$ cat src/include/decode_cfg.svh
/* Decode path configuration */

`ifndef DECODE_CFG_SVH
`define DECODE_CFG_SVH

// ==================================================
// Instruction format widths
// ==================================================

// One micro-op is a single instruction word
`define DECODE_INSTR_WIDTH 32

// Architectural register specifier width used by rd, rs1 and rs2
`define DECODE_REG_WIDTH 5

// Immediate field at the top of the instruction word
`define DECODE_IMM_WIDTH 10

// ==================================================
// Pipeline bookkeeping
// ==================================================

// Reorder tag width that travels with each micro-op
`define DECODE_TAG_WIDTH 4

`endif

$ cat src/source/decode_pkg.sv
/* Decode result types */

`default_nettype none

`include "decode_cfg.svh"

package decode_pkg;

	// ==================================================
	// Functional unit selection
	// ==================================================

	// Illegal ops map to no unit at all
	// ALU0 is the only ALU that takes serializing ops
	typedef enum logic [2:0] {
		UNIT_NONE   = 3'd0,
		UNIT_ALU0   = 3'd1,
		UNIT_ALU    = 3'd2,
		UNIT_MEM    = 3'd3,
		UNIT_BRANCH = 3'd4
	} unit_t;

	// ==================================================
	// Classified micro-op
	// ==================================================

	// Everything the classify stage decides about one micro-op
	typedef struct packed {
		unit_t                        unit;
		logic                         oddball;
		logic                         illegal;
		logic                         writesReg;
		// Destination register is carried along unchanged
		logic [`DECODE_REG_WIDTH-1:0] rd;
	} classified_t;

endpackage

`default_nettype wire

$ cat src/source/isa_pkg.sv
/* Instruction set types */

`default_nettype none

`include "decode_cfg.svh"

package isa_pkg;

	// The opcode takes whatever the other fields leave of the word
	localparam int OPCODE_WIDTH =
		`DECODE_INSTR_WIDTH - `DECODE_IMM_WIDTH - 3 * `DECODE_REG_WIDTH;

	// ==================================================
	// Opcode encodings
	// ==================================================

	// Any code not listed here is an illegal instruction
	typedef enum logic [OPCODE_WIDTH-1:0] {
		OP_NOP    = 7'h00,
		OP_BRK    = 7'h01,
		OP_SYS    = 7'h02,
		OP_ADD    = 7'h04,
		OP_SUB    = 7'h05,
		OP_CSR    = 7'h07,
		OP_AND    = 7'h08,
		OP_OR     = 7'h09,
		OP_BRANCH = 7'h20,
		// Return with deallocate whose imm subcode selects RTE or ERET
		OP_RTD    = 7'h22,
		OP_LOAD   = 7'h40,
		OP_STORE  = 7'h48
	} opcode_t;

	// ==================================================
	// Instruction word layout
	// ==================================================

	// Fields run from the top bit down to the opcode in bits 6:0
	typedef struct packed {
		logic [`DECODE_IMM_WIDTH-1:0] imm;
		logic [`DECODE_REG_WIDTH-1:0] rs2;
		logic [`DECODE_REG_WIDTH-1:0] rs1;
		logic [`DECODE_REG_WIDTH-1:0] rd;
		opcode_t                      opcode;
	} micro_op_t;

endpackage

`default_nettype wire

$ cat src/source/uop_if.sv
/* Captured micro-op bus */

`timescale 1ns/1ps
`default_nettype none

`include "decode_cfg.svh"

interface uop_if;

	// One-cycle strobe per captured micro-op with no ready in return
	logic                         valid;
	isa_pkg::micro_op_t           uop;
	// Opcode matched no defined instruction
	logic                         illegal;
	logic [`DECODE_TAG_WIDTH-1:0] tag;

	// Capture stage drives everything
	modport producer (output valid, output uop, output illegal, output tag);

	// Classify stage only reads
	modport consumer (input valid, input uop, input illegal, input tag);

endinterface

`default_nettype wire

$ cat src/source/decode_oddball.sv
/* ALU0-only instruction decoder */

`timescale 1ns/1ps
`default_nettype none

module decode_oddball (
	input  isa_pkg::micro_op_t uop,
	output logic               oddball
);

	// RTD subcodes in the low imm bits
	localparam logic [2:0] RTD_RTE  = 3'd1;
	localparam logic [2:0] RTD_ERET = 3'd2;

	// Ops that touch machine state must be serialized onto ALU #0
	// The other ALUs have no path to the CSR file or the trap logic
	always_comb
	begin
		case (uop.opcode)
			// Control and status register access
			isa_pkg::OP_CSR:
				oddball = 1'b1;
			// Breakpoint raises an exception
			isa_pkg::OP_BRK:
				oddball = 1'b1;
			// TRAP, REX and ECALL all sit under SYS
			isa_pkg::OP_SYS:
				oddball = 1'b1;
			// Plain RTD is an ordinary branch while RTE and ERET restore state
			isa_pkg::OP_RTD:
				oddball = (uop.imm[2:0] == RTD_RTE) || (uop.imm[2:0] == RTD_ERET);
			default:
				oddball = 1'b0;
		endcase
	end

endmodule

`default_nettype wire

$ cat src/source/decode_top.sv
/* Micro-op decode top */

`timescale 1ns/1ps
`default_nettype none

`include "decode_cfg.svh"

module decode_top (
	input  logic                           clk,
	input  logic                           rstN,
	// Incoming micro-op, one per cycle when inValid is high
	input  logic                           inValid,
	input  logic [`DECODE_INSTR_WIDTH-1:0] inInstr,
	input  logic [`DECODE_TAG_WIDTH-1:0]   inTag,
	// Classified micro-op, two cycles after it arrived
	output logic                           outValid,
	output logic [`DECODE_TAG_WIDTH-1:0]   outTag,
	output decode_pkg::unit_t              outUnit,
	output logic                           outOddball,
	output logic                           outIllegal,
	output logic                           outWritesReg,
	output logic [`DECODE_REG_WIDTH-1:0]   outRd
);

	// Bus between the capture and classify stages
	uop_if uop_i ();

	// ==================================================
	// Stage 1 captures and checks the opcode
	// ==================================================

	uop_capture capture_i (
		.clk     (clk),
		.rstN    (rstN),
		.inValid (inValid),
		.inInstr (inInstr),
		.inTag   (inTag),
		.out     (uop_i.producer)
	);

	// ==================================================
	// Stage 2 picks the unit and write-back
	// ==================================================

	uop_classify classify_i (
		.clk          (clk),
		.rstN         (rstN),
		.in           (uop_i.consumer),
		.outValid     (outValid),
		.outTag       (outTag),
		.outUnit      (outUnit),
		.outOddball   (outOddball),
		.outIllegal   (outIllegal),
		.outWritesReg (outWritesReg),
		.outRd        (outRd)
	);

endmodule

`default_nettype wire

$ cat src/source/uop_capture.sv
/* Micro-op capture stage */

`timescale 1ns/1ps
`default_nettype none

`include "decode_cfg.svh"

module uop_capture (
	input  logic                         clk,
	input  logic                         rstN,
	input  logic                         inValid,
	input  isa_pkg::micro_op_t           inInstr,
	input  logic [`DECODE_TAG_WIDTH-1:0] inTag,
	uop_if.producer                      out
);

	logic opIllegal;

	// ==================================================
	// Opcode legality check
	// ==================================================

	// Only the listed encodings are real instructions
	always_comb
	begin
		case (inInstr.opcode)
			isa_pkg::OP_NOP, isa_pkg::OP_ADD, isa_pkg::OP_SUB,
			isa_pkg::OP_AND, isa_pkg::OP_OR, isa_pkg::OP_LOAD,
			isa_pkg::OP_STORE, isa_pkg::OP_BRANCH, isa_pkg::OP_CSR,
			isa_pkg::OP_BRK, isa_pkg::OP_RTD, isa_pkg::OP_SYS:
				opIllegal = 1'b0;
			default:
				opIllegal = 1'b1;
		endcase
	end

	// ==================================================
	// Stage registers
	// ==================================================

	// The strobe follows the input one cycle later
	always_ff @(posedge clk)
	begin
		if (!rstN)
			out.valid <= 1'b0;
		else
			out.valid <= inValid;
	end

	// Payload only loads on a valid input
	// Its content is ignored while valid is low
	always_ff @(posedge clk)
	begin
		if (inValid)
		begin
			out.uop     <= inInstr;
			out.illegal <= opIllegal;
			out.tag     <= inTag;
		end
	end

endmodule

`default_nettype wire

$ cat src/source/uop_classify.sv
/* Micro-op classify stage */

`timescale 1ns/1ps
`default_nettype none

`include "decode_cfg.svh"

module uop_classify (
	input  logic                         clk,
	input  logic                         rstN,
	uop_if.consumer                      in,
	output logic                         outValid,
	output logic [`DECODE_TAG_WIDTH-1:0] outTag,
	output decode_pkg::unit_t            outUnit,
	output logic                         outOddball,
	output logic                         outIllegal,
	output logic                         outWritesReg,
	output logic [`DECODE_REG_WIDTH-1:0] outRd
);

	logic                    isOddball;
	decode_pkg::classified_t cls;
	decode_pkg::classified_t clsQ;

	decode_oddball oddball_i (
		.uop     (in.uop),
		.oddball (isOddball)
	);

	// ==================================================
	// Unit and write-back selection
	// ==================================================

	always_comb
	begin
		// Defaults describe an illegal op
		cls.unit      = decode_pkg::UNIT_NONE;
		cls.oddball   = 1'b0;
		cls.illegal   = in.illegal;
		cls.writesReg = 1'b0;
		cls.rd        = in.uop.rd;
		if (!in.illegal)
		begin
			cls.oddball = isOddball;
			case (in.uop.opcode)
				// Register to register arithmetic and logic
				isa_pkg::OP_ADD, isa_pkg::OP_SUB, isa_pkg::OP_AND, isa_pkg::OP_OR:
				begin
					cls.unit      = decode_pkg::UNIT_ALU;
					cls.writesReg = (in.uop.rd != '0);
				end
				isa_pkg::OP_NOP:
					cls.unit = decode_pkg::UNIT_ALU;
				isa_pkg::OP_LOAD:
				begin
					cls.unit      = decode_pkg::UNIT_MEM;
					cls.writesReg = (in.uop.rd != '0);
				end
				isa_pkg::OP_STORE:
					cls.unit = decode_pkg::UNIT_MEM;
				// RTD lands here unless the oddball override below takes it
				isa_pkg::OP_BRANCH, isa_pkg::OP_RTD:
					cls.unit = decode_pkg::UNIT_BRANCH;
				// CSR reads return the old value into rd
				isa_pkg::OP_CSR:
					cls.writesReg = (in.uop.rd != '0);
				default:
					cls.unit = decode_pkg::UNIT_NONE;
			endcase
			// Serializing ops always go to ALU #0
			if (isOddball)
				cls.unit = decode_pkg::UNIT_ALU0;
		end
	end

	// ==================================================
	// Output registers
	// ==================================================

	always_ff @(posedge clk)
	begin
		if (!rstN)
			outValid <= 1'b0;
		else
			outValid <= in.valid;
	end

	always_ff @(posedge clk)
	begin
		if (in.valid)
		begin
			clsQ   <= cls;
			outTag <= in.tag;
		end
	end

	// Registered result fans out to the flat ports
	assign outUnit      = clsQ.unit;
	assign outOddball   = clsQ.oddball;
	assign outIllegal   = clsQ.illegal;
	assign outWritesReg = clsQ.writesReg;
	assign outRd        = clsQ.rd;

endmodule

`default_nettype wire

$ cat config.mk
export PLATFORM = sky130hd
export DESIGN_NAME = decode_top
export DESIGN_NICKNAME = d
export VERILOG_FILES = /design/src/source/decode_pkg.sv /design/src/source/isa_pkg.sv /design/src/source/uop_if.sv /design/src/source/decode_oddball.sv /design/src/source/decode_top.sv /design/src/source/uop_capture.sv /design/src/source/uop_classify.sv
export VERILOG_INCLUDE_DIRS = /design/src /design/src/include
export SDC_FILE = /design/constraint.sdc
export NUM_CORES = 1
export LEC_CHECK = 0
export BUFFER_PORTS_ARGS = -buffer_cell sky130_fd_sc_hd__buf_2
export CAP_MARGIN = 20
export CORE_MARGIN = 2
export CORE_UTILIZATION = 46
export CTS_CLUSTER_DIAMETER = 150
export DETAILED_ROUTE_END_ITERATION = 6
export PLACE_DENSITY = 0.89
export SYNTH_ARGS = -nofsm -noshare
export SYNTH_HDL_FRONTEND = slang
export SYNTH_SLANG_ARGS = --single-unit
$ cat constraint.sdc
create_clock -name clk -period 2 [get_ports clk]
set_input_delay 0.1 -clock clk [delete_from_list [all_inputs] [get_ports clk]]
set_output_delay 0.1 -clock clk [all_outputs]
set_load 0.02 [all_outputs]
== Word-level counts from Yosys, hierarchy flattened ==
Index checks and enable logic that the tools add are counted.
Operators by class
  bitwise logic cells: 1
  $lt $le $gt $ge: 0
  shift operators: 0
  reductions and logical operators: 12
  $add $sub $neg: 0
  eq/ne operators: 24
  multipliers: 0
  mux-type cells: 4
  divide/modulo/power cells: 0
Operator list (count)
  $eq A7 B3 Y1 const B: 6
  $eq A7 B4 Y1 const B: 4
  $eq A7 B6 Y1 const B: 4
  $eq A7 B7 Y1 const B: 4
  $eq A7 B1 Y1 const B: 2
  $eq A7 B2 Y1 const B: 2
  $logic_not A7 Y1: 2
  $reduce_or A12 Y1: 1
  $pmux W3 S3: 1
  $reduce_or A2 Y1: 4
  $reduce_or A6 Y1: 1
  $reduce_bool A5 Y1: 1
  $reduce_or A5 Y1: 1
  $eq A3 B1 Y1 const B: 1
  $eq A3 B2 Y1 const B: 1
  $reduce_or A3 Y1: 1
  $mux W1: 2
  $pmux W1 S2: 1
  $logic_or A1 B1 Y1: 1
  $not A1 Y1: 1
Storage, ports and cells
  memory bits (writable): 0
  register bits: 37
  ROM bits: 0
  logic and storage cells: 55
  memories: 0
  output and inout bits: 16
  bits in latches: 0

== Longest topological paths before layout ==
  word-level depth: 4
  mapped depth: 5
  gate-level depth less buffers: 4

== Cells and area by module ==
From an unflattened synthesis, not the netlist that was laid out.
Second synthesis, totals
  cells, all modules: 92
  area total of the unflattened synthesis: 1838.0 µm²
Modules (own cells, without submodules)
  uop_capture: times used 1, cells each 47, area an instance 1186.1 µm², seq. area each 1131.1 µm²
  uop_classify: times used 1, cells each 37, area an instance 591.8 µm², seq. area each 470.5 µm²
  decode_oddball: times used 1, cells each 8, area an instance 60.1 µm², seq. area each 0.0 µm²

== Least setup slack after synthesis ==
Ideal clock, no wire load.
  path kind: register to register
  start point: register capture_i.out.uop[0] (netlist name)
  end point: register classify_i.clsQ (netlist bit classify_i.outUnit[0]), data pin
  data required time: 1.854 ns
  slack: 0.439 ns
  stages on the path, launching flop included: 5
  arrival time: 1.414 ns
  cell sequence: edfxtp_1 > or4_4 > nor4_2 > a31oi_1 > a21oi_1
On the way
  word-level cells in the longest chain between the ends: 4
Ends and longest elaborated chain
  $eq A7 B3 Y1 (tied with other cells): RTL line uop_classify.sv:45  | case (in.uop.opcode)
  $reduce_or A5 Y1 (no source line) (tied with other cells)
  $pmux W3 S3 or $pmux W1 S2 (tied branches): RTL line uop_classify.sv:45, decode_oddball.sv:19
  $mux W1 (*): RTL line uop_classify.sv:71  | if (isOddball)
  end signal: assignment: RTL line uop_classify.sv:92  | clsQ <= cls;
  end: declaration: RTL line uop_classify.sv:23  | decode_pkg::classified_t clsQ;
Every way passes the cells marked *; elsewhere a longest branch is shown, timed or not.
A chain may end at the register's enable or synchronous reset.

== Final worst setup path ==
  start point: register capture_i.out.uop[0] (netlist name)
  end point: register classify_i.clsQ (netlist bit classify_i.outUnit[0]), data pin
On the way
  word-level cells in the longest chain between the ends: 4
Ends and longest elaborated chain (RTL line)
  $eq A7 B3 Y1 (tied with other cells): uop_classify.sv:45
  $reduce_or A5 Y1 (no source line) (tied with other cells)
  $pmux W3 S3 or $pmux W1 S2 (tied branches): uop_classify.sv:45, decode_oddball.sv:19
  $mux W1 (*): uop_classify.sv:71
Marks and branches as above.

==> metrics.md <==
| Metric | Value |
|---|---|
| CTS H-tree depth | `2` |
| Final Total Pwr | `1.62 mW` |
| Peak per-stage delay on the critical path | `0.58 ns` |
| Reg-to-reg endpoint | `classify_i.outUnit[0]$_SDFFCE_PP0P_` |
| Top cell type's share of synthesized area | `78.1%` |
| Mapped Area | `0.00135 mm^2` |
| CTS tree | `yes` |
| Worst Path Buf+Inv | `0` |
| Final Slew Violations | `0` |
| Yosys cell types | `27` |
| Post-Synthesis Cells | `74` |
| Share of cells above drive strength 1 | `34.8%` |
| R2R Setup Slk | `0.32 ns` |
| Worst r2r src | `capture_i.out.uop[0]$_DFFE_PP_` |
| Kind of critical path | `flip-flop to flip-flop` |
| Post-synth net total | `113` |
| Worst-path cell chain | `or4_4 > nor4_2 > a31oi_1 > a21oi_1` |
| Antenna fix cells | `0` |
| Num CTS Buffers | `5` |
| Die H | `58.1 um` |
| Ys Warns | `0` |
| Avg Cell Area, Syn | `18.2 um^2` |
| Tmin final | `1.68 ns` |
| Least-Margin Pin Slew | `0.643 ns` |
| Slew headroom | `57.0%` |
| CP top delay family | `simple AND/OR/NAND/NOR gates` |
| Commonest cells after routing, fill and taps aside | `buf_2, edfxtp_1, dlygate4sd3_1` |
| Antenna violations before repair | `0` |
| Post-DP Area | `0.00156 mm^2` |
| Status | `finished, final reports clean` |
| MaxCap Viol Count | `0` |
| Layout overhead on the synthesized area | `37.0%` |
| Cell accounting for the most synthesized area | `edfxtp_1` |
| Sequential fraction of the synthesis area | `81.1%` |
| DR pass1 iterations | `4` |
| Worst hold-check path type | `input port to flip-flop` |
| Number of global-route vias before repair | `860` |
| Register-to-Register Path Depth | `4` |
| Worst-path clk slew | `0.10 ns` |
| First-pass GRT wire length | `3750 um` |
| Setup TNS | `0 ns` |
| Via density | `5.05` |
| Period utilisation layout | `83.9%` |
| Fin area | `0.00184 mm^2` |
| Net Sw Power | `0.328 mW` |
| Num rows | `19` |
| Int Pwr | `1.29 mW` |
| Layout Nets | `176` |
| Grt total ovfl | `0` |
| VDD IR-drop max | `769 uV` |
| Post-route ant nets | `0` |
| Leak Pwr | `0.695 nW` |
| Beginning of the critical path | `capture_i.out.uop[0]$_DFFE_PP_` |
| Worst-skew pair later-pin latency | `0.34 ns` |
| #FFs+latches synth | `37` |
| Initial DRC count | `28` |
| CP Capture Point | `classify_i.outUnit[0]$_SDFFCE_PP0P_` |
| Core ar. | `0.00276 mm^2` |
| Ranking of synthesized cells by area | `edfxtp_1, dfxtp_1, nor2_1` |
| Worst-case clock buffer depth | `2` |
| Setup violators final | `0` |
| Drt wl/cell | `13.8 um` |
| FF+latch area | `0.00109 mm^2` |
| Combinational fraction of design power | `9.5%` |
| Slowest-stage cell, CP | `or4_4` |
| Buffers on Ports | `37` |
| Largest net degree at the start of global routing | `22` |
| Critical Path AT | `1.87 ns` |
| Post-CTS Setup Bufs | `0` |
| Routed WL | `2330 um` |
| Die ar. | `0.00337 mm^2` |
| Flop pwr share | `58.4%` |
| DRC viols | `0` |
| Total GRT Usage | `16.1%` |
| Fmax | `596 MHz` |
| Clk_skew | `0.00729 ns` |
| Die width | `58.1 um` |
| Worst Path Max Fanout | `6` |
| # IOs | `55` |
| Filler Cell Count | `193` |
| Switching Share | `20.3%` |
| Critical Path Stages | `4` |
| RD Place Congestion | `0.846` |
| Startpoint types | `flip-flop` |
| Power density cells | `877 mW/mm^2` |
| TritonCTS Sinks | `37` |
| Hold Vio Cnt, Final | `0` |
| Crit end category | `flip-flop` |
| Commonest non-fill, non-tap cell in the layout | `buf_2` |
| Clock power share | `32.1%` |
| CTS Root Cell | `clkbuf_4` |
| Initial Util | `48.8%` |
| Area of the multi-input gates | `243 um^2` |
| Vias | `853` |
| RSZ-0062 raised after global routing | `false` |
| Critical path required time | `2.19 ns` |
-- layer usage --
metal  GRT usage (%)  routed length, um  share of wire [%]
met5               0                  0                  0
met4            6.64                 38                1.6
met3            7.59                160                6.9
met2            29.1               1320                 57
met1            15.6                803                 35
-- through the flow --
stage          worst slack [ns]  hold WS, ns  utilization [%]  cells
2_1_floorplan             0.439        0.199                -     74
3_3_place_gp              0.366        0.278             56.5    141
3_5_place_dp              0.349        0.279             56.5    141
4_1_cts                   0.322        0.225             66.8    169
5_1_grt                   0.214        0.222             66.8    169
6_report                  0.321        0.229             66.8    169
-- cell usage after synthesis (all sizes together) --
cell,n
a21oi,1
or4b,1
or2b,2
nor3,1
xnor2,3
nor4bb,1
nor3b,1
dfxtp,2
and3,1
nor2,8
buf,1
nand3b,1
edfxtp,35
a2111oi,1
o22ai,2
and2,2
a31oi,1
o21bai,1
a21o,1
or3,1
a211oi,1
nor4,2
o21a,1
or4,2
nand2,1
-- worst register-to-register path: cells and delay by family, from the launching register on --
family,cells,cell delay (ns)
and+or+nand+nor,2,0.83
DFF,1,0.47
AOI/OAI and AO/OA,2,0.24
-- cell families (layout without fill, tap and decap cells) --
logic type	Yosys count	in the layout	share of synthesized area, %
compound gates	9	9	4.65
xor+xnor	3	3	1.95
buf+inv	1	65	0.837
flops	37	37	81.1
simple gates	24	24	11.4
-- power by group through the flow --
| stage | clock [mW] | sequential (mW) | combinational, mW |
|---|---|---|---|
| final | 0.518 | 0.944 | 0.153 |
| after global routing | 0.568 | 0.953 | 0.165 |
| after CTS | 0.533 | 0.945 | 0.153 |
| after detailed placement | 0 | 0.963 | 0.122 |
| after global placement | 0 | 0.957 | 0.117 |
| after floorplan | 0 | 0.982 | 0.0424 |
-- layout make-up --
cell class	count	share of cell area (%)
timing repair buffer	57	20.9
clock inverter	1	1.63
clock buffer	7	2.99
sequential	37	59.2
multi-input combinational	36	13.2
tap	31	2.10
-- state kept, by name (all words and copies together) (netlist names) --
register                 cells
capture_i.out.uop           15
classify_i.outRd             5
capture_i.out.tag            4
classify_i.outTag            4
classify_i.outUnit           3
capture_i.out.illegal        1
capture_i.out.valid          1
classify_i.outIllegal        1
classify_i.outOddball        1
classify_i.outValid          1
classify_i.outWritesReg      1
-- worst min path at each step --
stage                                           end  slack [ns]  depth (start not counted)         from
floorplan            capture_i.out.tag[0]$_DFFE_PP_        0.20                          0     inTag[0]
global placement    capture_i.out.uop[23]$_DFFE_PP_        0.28                          1  inInstr[23]
detailed placement   capture_i.out.uop[9]$_DFFE_PP_        0.28                          1   inInstr[9]
CTS                  capture_i.out.tag[3]$_DFFE_PP_        0.22                          1      inValid
global route        capture_i.out.uop[11]$_DFFE_PP_        0.22                          1      inValid
finish              capture_i.out.uop[24]$_DFFE_PP_        0.23                          1      inValid
-- what timing repair did --
| action | 4_1_cts | 5_1_grt |
|---|---|---|
| endpoints found under the hold margin | 21 | 0 |
| gates resized for setup | 0 | 0 |
| hold buffers | 20 | 0 |
No activity file was read; power rests on OpenSTA's default activity.
